**src/mem_bus_pkg.sv**
```systemverilog
// data memory bus definitions

package mem_bus_pkg;

	// widths with a meaning of their own.
	typedef logic [63:0] addr_t;
	typedef logic [63:0] data_t;
	typedef logic [7:0]  strb_t;

	// region decode ignores the low 28 address bits.
	localparam addr_t REGION_MASK = 64'h0000_0000_0FFF_FFFF;

	// 256 MB windows, the sram mirrors inside its own.
	localparam addr_t SRAM_BASE = 64'h0000_0000_8000_0000;
	localparam addr_t IO_BASE   = 64'h0000_0000_9000_0000;

	// scratch registers in the peripheral window.
	localparam int IO_REGS = 4;

	// load/store port request, any strobe bit makes it a write.
	typedef struct packed {
		logic  valid;
		addr_t addr;
		data_t wdata;
		strb_t wstrb;
	} mem_req_t;

	// response, one cycle after the request.
	typedef struct packed {
		logic  valid;
		data_t rdata;
	} mem_rsp_t;

	// request as seen by the peripheral block.
	typedef struct packed {
		logic       sel;
		logic [1:0] idx;  // address bits 4:3.
		data_t      wdata;
		strb_t      wstrb;
	} io_req_t;

endpackage

```
**src/io_regs.sv**
```systemverilog
// peripheral scratch registers

`timescale 1ns/1ps

module io_regs (
	input  logic                  CLK,
	input  logic                  reset,
	input  mem_bus_pkg::io_req_t  io_req,
	output mem_bus_pkg::data_t    io_rdata
);

	mem_bus_pkg::data_t regs [mem_bus_pkg::IO_REGS];

	// strobed byte writes, registers clear on reset.
	always_ff @(posedge CLK) begin
		if (reset) begin
			for (int r = 0; r < mem_bus_pkg::IO_REGS; r++) begin
				regs[r] <= '0;
			end
		end else if (io_req.sel) begin
			for (int i = 0; i < 8; i++) begin
				if (io_req.wstrb[i]) begin
					regs[io_req.idx][i*8 +: 8] <= io_req.wdata[i*8 +: 8];
				end
			end
		end
	end

	// read data is the value before this write.
	always_ff @(posedge CLK) begin
		if (io_req.sel) begin
			io_rdata <= regs[io_req.idx];
		end
	end

endmodule

```
**config.mk**
```make
export PLATFORM = sky130hd
export DESIGN_NAME = io_regs
export DESIGN_NICKNAME = d
export VERILOG_FILES = /design/src/mem_bus_pkg.sv /design/src/io_regs.sv
export SDC_FILE = /design/constraint.sdc
export NUM_CORES = 1
export LEC_CHECK = 0
export ABC_AREA = 1
export CORE_MARGIN = 1
export CORE_UTILIZATION = 50
export CTS_CLUSTER_DIAMETER = 120
export DETAILED_ROUTE_END_ITERATION = 16
export DONT_BUFFER_PORTS = 1
export HOLD_SLACK_MARGIN = 0.15
export PLACE_DENSITY = 0.66
export SYNTH_ARGS = -nofsm -noshare
export SYNTH_HDL_FRONTEND = slang
export SYNTH_SLANG_ARGS = --single-unit
```
**constraint.sdc**
```tcl
create_clock -name CLK -period 5.35 [get_ports CLK]
set_clock_uncertainty 0.2 [all_clocks]
set_input_delay 0.535 -clock CLK [delete_from_list [all_inputs] [get_ports CLK]]
set_output_delay 0.535 -clock CLK [all_outputs]
set_load 0.01 [all_outputs]
```
### After elaboration in Yosys (flattened, before gate mapping)

Memory sizes are Yosys's and may differ from the RTL's. A register that Yosys moved wholly into a read port is not among the register bits.
Index checks and enable logic that the tools add are counted.

| word-level totals | value |
|---|---|
| bits in registers | 0 |
| latch bits | 0 |
| memory bits (writable) | 256 |
| ROM bits | 0 |
| bits of input ports | 77 |
| output and inout port bits | 64 |
| memories | 1 |

| operators by class | value |
|---|---|
| $add $sub $neg | 0 |
| multipliers | 0 |
| divide/modulo/power cells | 0 |
| magnitude comparators | 0 |
| eq/ne operators | 0 |
| shift operators | 0 |
| mux-type cells | 37 |
| bitwise gates (word level) | 0 |
| reduce and logical (&&, ||, !) cells | 1 |

Memories:

| memory | words | bits a word | rd ports | clocked after Yosys merged registers in | write ports | line | text |
|---|---|---|---|---|---|---|---|
| regs | 4 | 64 | 1 | 1 | 4 | io_regs.sv:12 | `mem_bus_pkg::data_t regs [mem_bus_pkg::IO_REGS];` |

Operators with widths:

| kind | number |
|---|---|
| two-way mux 64 bit | 1 |
| OR reduction 64 bit | 1 |
| two-way mux 1 bit | 34 |
| two-way mux 8 bit | 1 |
| two-way mux 2 bit | 1 |

### Depth between registers and ports, before layout

Gate-level depths: netlist of the first run.

| logic depth | value |
|---|---|
| depth after elaboration | 6 |
| mapped depth | 10 |
| gate-level depth less buffers | 8 |

### Least setup slack after synthesis of the first run

OpenSTA, ideal clock, no wires.

| timing path | value |
|---|---|
| kind | input port to flip-flop |
| start | input port io_req[74] in the netlist's numbering |
| end | memory regs[3][0] in the netlist's numbering (enable) |
| library setup time | 324 ps |
| arrival | 1622 ps |
| required time | 4826 ps |
| setup slack | 3204 ps |
| stages on the path | 9 |
| buffers on the path | 2 |
| path through | buf_2 -> nand3_1 -> nand2_1 -> nor2_1 -> nand2_4 -> buf_6 -> o21ai_2 -> nand2_1 -> inv_1 |

RTL lines:

| element | line | text |
|---|---|---|
| from (decl) | io_regs.sv:8 | `input mem_bus_pkg::io_req_t io_req,` |
| to (decl) | io_regs.sv:12 |  |

==> results of run 1 <==
==> layout make-up <==
| cell class | instances | area (um2) |
|---|---|---|
| flip-flops and latches | 320 | 9609 |
| inverters | 78 | 295.3 |
| clock inverters | 19 | 239.0 |
| multi-input cells | 655 | 3088 |
| repair buffers | 75 | 760.7 |
| fillers | 2133 | 10700 |
| well taps | 335 | 419.2 |
| clock buffers | 43 | 948.4 |
==> critical path, cell delays in order <==
cell,delay (ns)
inv_2,0.36
nand3_1,0.17
nand2_1,0.12
nor2_1,0.07
nand2_4,0.54
buf_4,0.39
nand4_2,0.23
nand2_1,0.40
==> flip-flops by register name, summed over array words and instances (netlist names) <==
register	count
io_rdata	64
regs	256
==> synthesized netlist by cell type <==
cell type	number	area [um2]
nand2_4	11	123.9
edfxtp_1	320	9609
buf_2	19	95.09
nor2_1	322	1209
nand3_1	6	30.03
inv_1	70	262.8
buf_4	1	7.510
nand2_1	96	360.4
buf_6	3	33.78
clkinv_1	1	3.750
a21oi_1	1	5.000
o21ai_0	128	640.6
buf_8	1	15.01
buf_1	1	3.750
nand4_2	24	300.3
inv_2	7	26.28
o21ai_1	2	10.01
o22ai_1	64	400.4
o21ai_2	1	8.760
clkbuf_1	35	131.4
==> through the flow <==
step           hold slack, ns  instance area, um2  total power [mW]  std cells
6_report               0.1668               15360             6.096       1525
5_1_grt                0.1527               15360             6.293       1525
4_1_cts                0.1501               15350             6.129       1524
3_5_place_dp           0.3850               13460             3.607       1395
3_3_place_gp           0.3822               13460             3.597       1395
2_1_floorplan          0.3558               13280             3.482       1113
==> where the power goes <==
group	internal (mW)	switching (mW)
Clock	1.54	0.933
Sequential	3.04	0.0899
Combinational	0.139	0.348
==> final timing paths <==
kind | startpoint | endpoint | slack [ns] | cells after the start
max | reset | regs[0][35] | 2.47 | 8
max reg2reg | regs[1][63] | io_rdata[63] | 4.10 | 2
min reg2reg | regs[0][30] | io_rdata[30] | 0.40 | 2
min | io_req[72] | io_rdata[17] | 0.17 | 2
==> cell usage in the layout, fill, tap and decap left out, drive strengths merged <==
cell         netlist  layout
dlygate4sd3        0      66
edfxtp           320     320
o22ai             64      64
clkinv             1      12
nand2            107     107
inv               77      78
clkbuf            35      43
buf               25       9
nand3              6       6
nor2             322     322
nand4             24      24
bufinv             0       6
a21oi              1       1
o21ai            131     131
clkinvlp           0       1
==> layer usage <==
metal	vias to the layer above	part of all wire
li1	3990	-
met1	4054	0.42
met2	294	0.49
met3	44	0.066
met4	0	0.025
met5	-	0
==> kinds of logic (layout without fill, tap and decap cells) <==
group / count (synthesis) / count (layout) / synth area share
AO/OA/AOI/OAI: 196 / 196 / 0.08020
buffers and inverters: 138 / 215 / 0.04363
flip-flops: 320 / 320 / 0.7238
AND/OR/NAND/NOR: 459 / 459 / 0.1524
==> flow_metrics.tcl, run 1 <==
set metrics [dict create \
    period_share 0.5383 \
    fp.dieH_um 165.0 \
    start_util 0.5095 \
    peakVddDrop_mv 0.3019 \
    port_buffers 0 \
    rsz0062_at_grt "no" \
    cts_resized 0 \
    hold_path_class "in -> reg" \
    worstMarginPinSlew_ns 0.9957 \
    grt_max_degree 113 \
    htree_levels 2 \
    syn_inst 1113 \
    use_met1 0.2984 \
    power.density_nw_per_um2 396.9 \
    wl_per_cell_um 19.84 \
    p_leak_nw 5.803 \
    post-cts-setup-buffers 0 \
    antennaDiodeCount 0 \
    critPathRequiredTime_ns 5.32 \
    grt.total_usage 0.2257 \
    syn_to_final_growth_pct 15.69 \
    clkLatencyLatePin_ns 0.51 \
    drt-total-wl_um 30250 \
    cts_made_buffers 34 \
    finalCriticalPeriod_ns 2.880 \
    cts.hold.buffers_added 67 \
    setup_ws_ns 2.470 \
    dpl.hpwl_um 18510 \
    num_vias 8382 \
    critPathCaptureType "flop" \
    use_met3 0.04370 \
    tritoncts "done" \
    critPathArrivalTime_ns 2.85 \
    via_per_inst 5.496 \
    num-nets-final 1241 \
    drv_cap 0 \
    finalSetupTns_ns 0 \
    design.core.area_um2 26060 \
    clock.fmax_ghz 0.3472 \
    synth_warnings 0 \
    synthesis.nets 1190 \
    synth_area_per_cell_um2 11.93 \
    antenna_found_initial 0 \
    fin_util 0.5894 \
    cts.clk_slew.worst_paths_ns 0.06 \
    slew_violations 0 \
    synth.distinct_cells 20 \
    route.detailed.drc 0 \
    grt_pass1_wl_um 45590 \
    slew_headroom 0.3340 \
    worstSetupPathType "in -> reg" \
    worstPathMaxFanout 42 \
    dr.first_iter.drc_count 635 \
    netlist_area_um2 13280 \
    cp-start-kind "input pin" \
    ys_ff_latch 320 \
    drtAntennaViolNets 0 \
    firstDrtPassIters 6 \
    dieWidth_um 165.0 \
    busiest_layer "met2" \
    clockRootBuffer "clkbuf_16" \
    met2_usage 0.3743 \
    gp_congestion 0.8039 \
    clockBufferDepth 3 \
    status "finished clean" \
    cts.sinks 320 \
    die_area_um2 27210 \
    gr-total-overflow 0 \
    grt_pass1_vias 8259 \
    ys_seq_area_frac 0.7238 \
    finalSetupViolations 0 \
    post_route_cells_drive_above_1_share 0.08571 \
    io-pin-count 141 \
    hold_violations 0 \
    pre_cts_slack_ns 1.974 \
    rows 59 \
]
No activity file was read; power rests on OpenSTA's default activity.
==> run 2, diff against run 1 <==
--- a/config.mk
+++ b/config.mk
@@ -12,7 +12,7 @@
 export DETAILED_ROUTE_END_ITERATION = 16
 export DONT_BUFFER_PORTS = 1
 export HOLD_SLACK_MARGIN = 0.15
-export PLACE_DENSITY = 0.66
+export PLACE_DENSITY = 0.69
 export SYNTH_ARGS = -nofsm -noshare
 export SYNTH_HDL_FRONTEND = slang
 export SYNTH_SLANG_ARGS = --single-unit
==> constraint.sdc (replaced) <==
create_clock -name CLK -period 2.3 [get_ports CLK]
set_clock_uncertainty 0.2 [all_clocks]
set_input_delay 0.23 -clock CLK [delete_from_list [all_inputs] [get_ports CLK]]
set_output_delay 0.23 -clock CLK [all_outputs]
set_load 0.01 [all_outputs]
==> run 2 against run 1 <==
Setup slack lost 2.4 ns. Sequential share of layout area shrank 5.7 points. Critical endpoint is now io_rdata[59]. Critical path depth down 3. Via count up 11%. Wire length is 6.8% higher. Highest routed layer unchanged. Die area stayed put.
==> flow_metrics.tcl, run 2 (synthesis results as in run 1) <==
set metrics [dict create \
    largest_register "regs" \
    grt_max_degree 138 \
    start_util 0.5095 \
    cts_made_buffers 31 \
    dr.first_iter.drc_count 814 \
    clkLatencyLatePin_ns 0.55 \
    p_leak_nw 6.544 \
    antenna_found_initial 5 \
    period_share 0.9721 \
    syn_to_final_growth_pct 27.22 \
    gr-total-overflow 0 \
    drv_cap 0 \
    firstDrtPassIters 5 \
    tritoncts "done" \
    clockRootBuffer "clkbuf_16" \
    grt_pass1_vias 9461 \
    pre_cts_slack_ns 0.1187 \
    drt-total-wl_um 32310 \
    gp_congestion 0.7818 \
    power.density_nw_per_um2 797.3 \
    grt.total_usage 0.2405 \
    num-nets-final 1421 \
    fp.dieH_um 165.0 \
    largest_reg_flops 256 \
    final_common_cell "nor2_1" \
    finalSetupViolations 0 \
    place_inst 1433 \
    worstMarginPinSlew_ns 0.9180 \
    via_per_inst 5.430 \
    post_route_cells_drive_above_1_share 0.09883 \
    rsz0062_at_grt "no" \
    cp-start-kind "input pin" \
    clockBufferDepth 3 \
    worstSetupPathType "in -> reg" \
    final_cell_mix "322 x nor2_1, 320 x edfxtp_1, 209 x dlygate4sd3_1" \
    num_vias 9269 \
    hold_path_class "in -> reg" \
    cts.sinks 320 \
    post-cts-setup-buffers 0 \
    design.core.area_um2 26060 \
    die_area_um2 27210 \
    rows 59 \
    clock.fmax_ghz 0.4472 \
    critPathRequiredTime_ns 2.51 \
    grt_pass1_wl_um 49620 \
    io-pin-count 141 \
    worstPathMaxFanout 8 \
    drtAntennaViolNets 0 \
    slew_violations 0 \
    fin_cells 1707 \
    dieWidth_um 165.0 \
    finalSetupTns_ns 0 \
    critPathCaptureType "flop" \
    critPathArrivalTime_ns 2.45 \
    dpl.hpwl_um 17690 \
    peakVddDrop_mv 0.5869 \
    status "finished clean" \
    htree_levels 1 \
    setup_ws_ns 0.06408 \
    wl_per_cell_um 18.93 \
    cts.clk_slew.worst_paths_ns 0.06 \
    hold_violations 0 \
    finalCriticalPeriod_ns 2.236 \
    route.detailed.drc 0 \
    largestRegisters "regs x256, io_rdata x64" \
    port_buffers 0 \
    slew_headroom 0.3880 \
]
## run 2: path summary, 6_finish.rpt
kind | endpoint | cells past startpoint | slack (ns) | start
setup / recovery | io_rdata[59] | 5 | 0.06 | io_req[73]
hold / removal | regs[2][63] | 2 | 0.13 | reset
setup reg to reg | io_rdata[53] | 4 | 0.08 | regs[0][53]
hold reg to reg | io_rdata[42] | 3 | 0.94 | regs[1][42]
## run 2: final cells by class
class / count / area (um2)
clock buffers: 36 / 794.5
clock inverters: 19 / 113.9
inverters: 78 / 295.3
multi-input cells: 655 / 3093
fillers: 1932 / 9169
diodes: 6 / 15.01
flip-flops and latches: 320 / 9609
well taps: 335 / 419.2
repair buffers: 258 / 2550
## run 2: critical path, cell delays in order
cell and delay [ns]:
buf_16 0.11, dlygate4sd3_1 1.03, o21ai_0 0.22, o22ai_1 0.24, dlygate4sd3_1 0.61
## run 2: through the flow
stage	instance area, um2	hold WS (ns)	power (mW)	util
2_1_floorplan	13280	0.1425	8.099	-
3_3_place_gp	13770	0.1484	8.382	0.5286
3_5_place_dp	13770	0.1501	8.432	0.5286
4_1_cts	16860	0.1505	13.47	0.6469
5_1_grt	16890	0.1654	13.91	0.6481
6_report	16890	0.1326	13.47	0.6481
## run 2: what timing repair did
action,4_1_cts,5_1_grt
gates resized for setup,0,3
hold endpoints to repair,512,8
hold buffers,212,1
endpoints found under the setup margin,0,9
## run 2: routing by layer
metal	wire, um	global-route usage
met1	12850	0.2955
met2	16730	0.4278
met3	1649	0.03114
met4	1079	0.09758
met5	0	0
## run 2: report_power, final
group          internal, mW  leakage, nW  switching [mW]
combinational         0.660         3.02           0.888
sequential             7.07         3.08           0.209
clock                  2.55        0.444            2.08
total                  10.3         6.54            3.18
==> run 3, diff against run 2 <==
--- a/config.mk
+++ b/config.mk
@@ -5,7 +5,7 @@
 export SDC_FILE = /design/constraint.sdc
 export NUM_CORES = 1
 export LEC_CHECK = 0
-export ABC_AREA = 1
+export ABC_AREA = 0
 export CORE_MARGIN = 1
 export CORE_UTILIZATION = 50
 export CTS_CLUSTER_DIAMETER = 120
@@ -13,6 +13,7 @@
 export DONT_BUFFER_PORTS = 1
 export HOLD_SLACK_MARGIN = 0.15
 export PLACE_DENSITY = 0.69
+export SETUP_SLACK_MARGIN = 0.02
 export SYNTH_ARGS = -nofsm -noshare
 export SYNTH_HDL_FRONTEND = slang
 export SYNTH_SLANG_ARGS = --single-unit
==> run 3 against run 2 <==
The run now fails in clock tree synthesis. Synthesized area increased by 5.4%. Synthesized cell count down 19%.
==> flow_metrics.tcl, run 3 <==
set metrics [dict create \
    stop_stage "clock tree synthesis" \
    synthTopCellsByCount "320 x edfxtp_1, 168 x nor3_1, 64 x mux4_2, 64 x nand3b_1, 56 x inv_1" \
    error "[ERROR RSZ-0060] Max buffer count reached." \
    io-pin-count 141 \
    synth_top_area_frac 0.6869 \
    htree_levels 2 \
    ys_seq_area_frac 0.6869 \
    cts_made_buffers 35 \
    clockRootBuffer "clkbuf_16" \
    synthesis.nets 981 \
    cts.sinks 320 \
    gp_congestion 0.7958 \
    rows 60 \
    yosys-top-cells-area "edfxtp_1 69%, mux4_2 10%, nor3_1 6.0%" \
    dieWidth_um 169.3 \
    post-cts-setup-buffers 0 \
    synth.distinct_cells 25 \
    start_util 0.5147 \
    netlist.top_cell.by_area "edfxtp_1" \
    place_inst 1244 \
    cts.hold.buffers_added 262 \
    synth_warnings 0 \
    ys_ff_latch 320 \
    syn_inst 904 \
    synth_area_per_cell_um2 15.47 \
    synth-edff-count 320 \
    cts_resized 0 \
    fp.dieH_um 169.3 \
    synth.most_common_cell "edfxtp_1" \
    synth-main-ff-cell "edfxtp_1" \
    port_buffers 0 \
    dpl.hpwl_um 18210 \
    netlist_area_um2 13990 \
    clockBufferDepth 3 \
    async_reset_ff_frac 0 \
    status "stopped before the end" \
]
-- run 3: cell count changes after synthesis, moves of 16 or more --
cell	change
nor3_1	+168
nand4_2	-24
o21bai_1	+24
nand3b_1	+64
buf_2	+16
nor2_1	-298
o21ai_0	-128
a21oi_1	+53
o22ai_1	-64
nand2_1	-87
mux4_2	+64
-- run 3: through the flow --
step	utilization	area (um2)	hold slack, ns	setup slack (ns)
3_3_place_gp	0.5311	14430	0.1559	0.5051
3_5_place_dp	0.5311	14430	0.1542	0.4843
2_1_floorplan	-	13990	0.1425	0.3666
-- run 3: cells by family after synthesis --
family                 after synthesis  share of synthesized area
DFF                                320                     0.6869
and+or+nand+nor                    281                     0.1161
buffers and inverters              143                    0.05089
AOI/OAI and AO/OA                   96                    0.04302
muxes                               64                     0.1030
==> run 4, diff against run 3 <==
--- a/config.mk
+++ b/config.mk
@@ -7,13 +7,10 @@
 export LEC_CHECK = 0
 export ABC_AREA = 0
 export CORE_MARGIN = 1
-export CORE_UTILIZATION = 50
-export CTS_CLUSTER_DIAMETER = 120
+export CORE_UTILIZATION = 35
 export DETAILED_ROUTE_END_ITERATION = 16
 export DONT_BUFFER_PORTS = 1
-export HOLD_SLACK_MARGIN = 0.15
-export PLACE_DENSITY = 0.69
-export SETUP_SLACK_MARGIN = 0.02
+export PLACE_DENSITY_LB_ADDON = 0.15
 export SYNTH_ARGS = -nofsm -noshare
 export SYNTH_HDL_FRONTEND = slang
 export SYNTH_SLANG_ARGS = --single-unit
==> constraint.sdc (replaced) <==
create_clock -name CLK -period 3 [get_ports CLK]
set_clock_uncertainty 0.2 [all_clocks]
set_input_delay 0.3 -clock CLK [delete_from_list [all_inputs] [get_ports CLK]]
set_output_delay 0.3 -clock CLK [all_outputs]
set_load 0.01 [all_outputs]
==> run 4 against run 3 <==
The flow now finishes without violations. Synthesized cell count did not move. Synthesized area unchanged.
==> flow_metrics.tcl, run 4 <==
set metrics [dict create \
    status "finished clean" \
    place_inst 1359 \
    gp_congestion 0.7412 \
    syn_to_final_growth_pct 21.79 \
    hold_path_class "in -> reg" \
    combinationalPowerShare 0.079 \
    synth.most_common_cell "edfxtp_1" \
    wl_per_cell_um 22.76 \
    post-cts-setup-buffers 0 \
    fin_cells 1578 \
    switchingPower_mw 2.316 \
    start_util 0.3586 \
    post_route_cells_drive_above_1_share 0.1530 \
    seqPwrFrac 0.525 \
    drv_cap 0 \
    setup_ws_ns 0.5123 \
    largestRegisters "regs x256, io_rdata x64" \
    netlist.top_cell.by_area "edfxtp_1" \
    cts.sinks 320 \
    pre_cts_slack_ns 0.7805 \
    hold_violations 0 \
    cts.clk_slew.worst_paths_ns 0.06 \
    finalCriticalPeriod_ns 2.488 \
    rsz0062_at_grt "no" \
    worstMarginPinSlew_ns 1.004 \
    port_buffers 0 \
    rows 72 \
    final_cell_mix "320 x edfxtp_1, 168 x nor3_1, 152 x dlygate4sd3_1" \
    worstSetupPathType "in -> reg" \
    fin_area_um2 17040 \
    critPathArrivalTime_ns 2.55 \
    route.detailed.drc 0 \
    via_per_inst 5.245 \
    drtAntennaViolNets 0 \
    dr.first_iter.drc_count 573 \
    tritoncts "done" \
    critPathRequiredTime_ns 3.07 \
    yosys-top-cells-area "edfxtp_1 69%, mux4_2 10%, nor3_1 6.0%" \
    grt_pass1_vias 8704 \
    cp-start-kind "input pin" \
    drt-total-wl_um 35910 \
    peakVddDrop_mv 0.3704 \
    syn_inst 904 \
    clockRootBuffer "clkbuf_16" \
    synth-main-ff-cell "edfxtp_1" \
    synthesis.nets 981 \
    dpl.hpwl_um 20560 \
    netlist_area_um2 13990 \
    synth-edff-count 320 \
    p_leak_nw 5.531 \
    grt_pass1_wl_um 54770 \
    num-nets-final 1111 \
    fp.dieH_um 201.9 \
    num_vias 8277 \
    final_common_cell "edfxtp_1" \
    antenna_found_initial 2 \
    cts_made_buffers 36 \
    synth_warnings 0 \
    io-pin-count 141 \
    design.core.area_um2 39010 \
    synth.distinct_cells 25 \
    ys_seq_area_frac 0.6869 \
    clkLatencyLatePin_ns 0.53 \
    worstPathMaxFanout 87 \
    power.share.clock 0.395 \
    largest_register "regs" \
    largest_reg_flops 256 \
    slew_headroom 0.3285 \
    critPathCaptureType "flop" \
    synthTopCellsByCount "320 x edfxtp_1, 168 x nor3_1, 64 x mux4_2, 64 x nand3b_1, 56 x inv_1" \
    fin_util 0.4367 \
    holdWs_ns 0.04366 \
    p_sw_frac 0.2239 \
    grt_max_degree 88 \
    clock.fmax_ghz 0.4020 \
    power_mw 10.34 \
    clockBufferDepth 3 \
    finalSetupViolations 0 \
    synth_area_per_cell_um2 15.47 \
    synth_top_area_frac 0.6869 \
    power.density_nw_per_um2 607.0 \
    async_reset_ff_frac 0 \
    die_area_um2 40770 \
    ys_ff_latch 320 \
    slew_violations 0 \
    dpl_cell_area_um2 14360 \
    grt.total_usage 0.1793 \
    finalSetupTns_ns 0 \
    htree_levels 2 \
    period_share 0.8292 \
    gr-total-overflow 0 \
    p_int_mw 8.025 \
    firstDrtPassIters 7 \
    dieWidth_um 201.9 \
]
## run 4: cell counts after synthesis
No cell type changed its count.
## run 4: final timing paths
| kind | slack (ns) | end | depth (start not counted) | start |
|---|---|---|---|---|
| max reg2reg | 1.09 | io_rdata[22] | 2 | regs[3][22] |
| min reg2reg | 0.45 | io_rdata[24] | 1 | regs[3][24] |
| min | 0.04 | regs[1][27] | 2 | io_req[72] |
| max | 0.51 | regs[0][19] | 4 | reset |
## run 4: logic make-up after synthesis
group / Yosys count / share of synthesized area
AOI/OAI and AO/OA: 96 / 0.04302
muxes: 64 / 0.1030
buffers and inverters: 143 / 0.05089
and+or+nand+nor: 281 / 0.1161
DFF: 320 / 0.6869
## run 4: worst max-delay path: stages
cell           delay, ns
dlygate4sd3_1       1.21
nand3b_2            0.31
dlygate4sd3_1       0.65
nor3_1              0.07
## run 4: metal layers
layer,GRT usage,vias up,wire [um]
li1,-,3768,-
met3,0.03225,39,1855
met4,0.04735,2,627
met2,0.2969,230,17630
met1,0.2428,4238,15780
met5,0,-,13
## run 4: power groups by stage
stage               Sequential (mW)  Clock (mW)  Combinational [mW]
floorplan                      5.46           0               0.492
global placement               5.53           0               0.565
detailed placement             5.53           0               0.566
CTS                            5.44        4.20               0.830
global route                   5.46        4.35               0.887
finish                         5.43        4.09               0.819
## run 4: timing repair
action	4_1_cts	5_1_grt
resized for setup	0	0
endpoints found under the hold margin	458	0
hold buffers	155	0
setup endpoints to repair	0	0
## run 4: cell type report
class | count | area [um2]
antenna | 1 | 2.502
clock buffer | 44 | 952.2
clock inverter | 19 | 120.1
fill | 3549 | 21970
inverter | 56 | 210.2
multi-input combinational | 441 | 3672
sequential | 320 | 9609
tap | 518 | 648.1
timing repair buffer | 179 | 1822
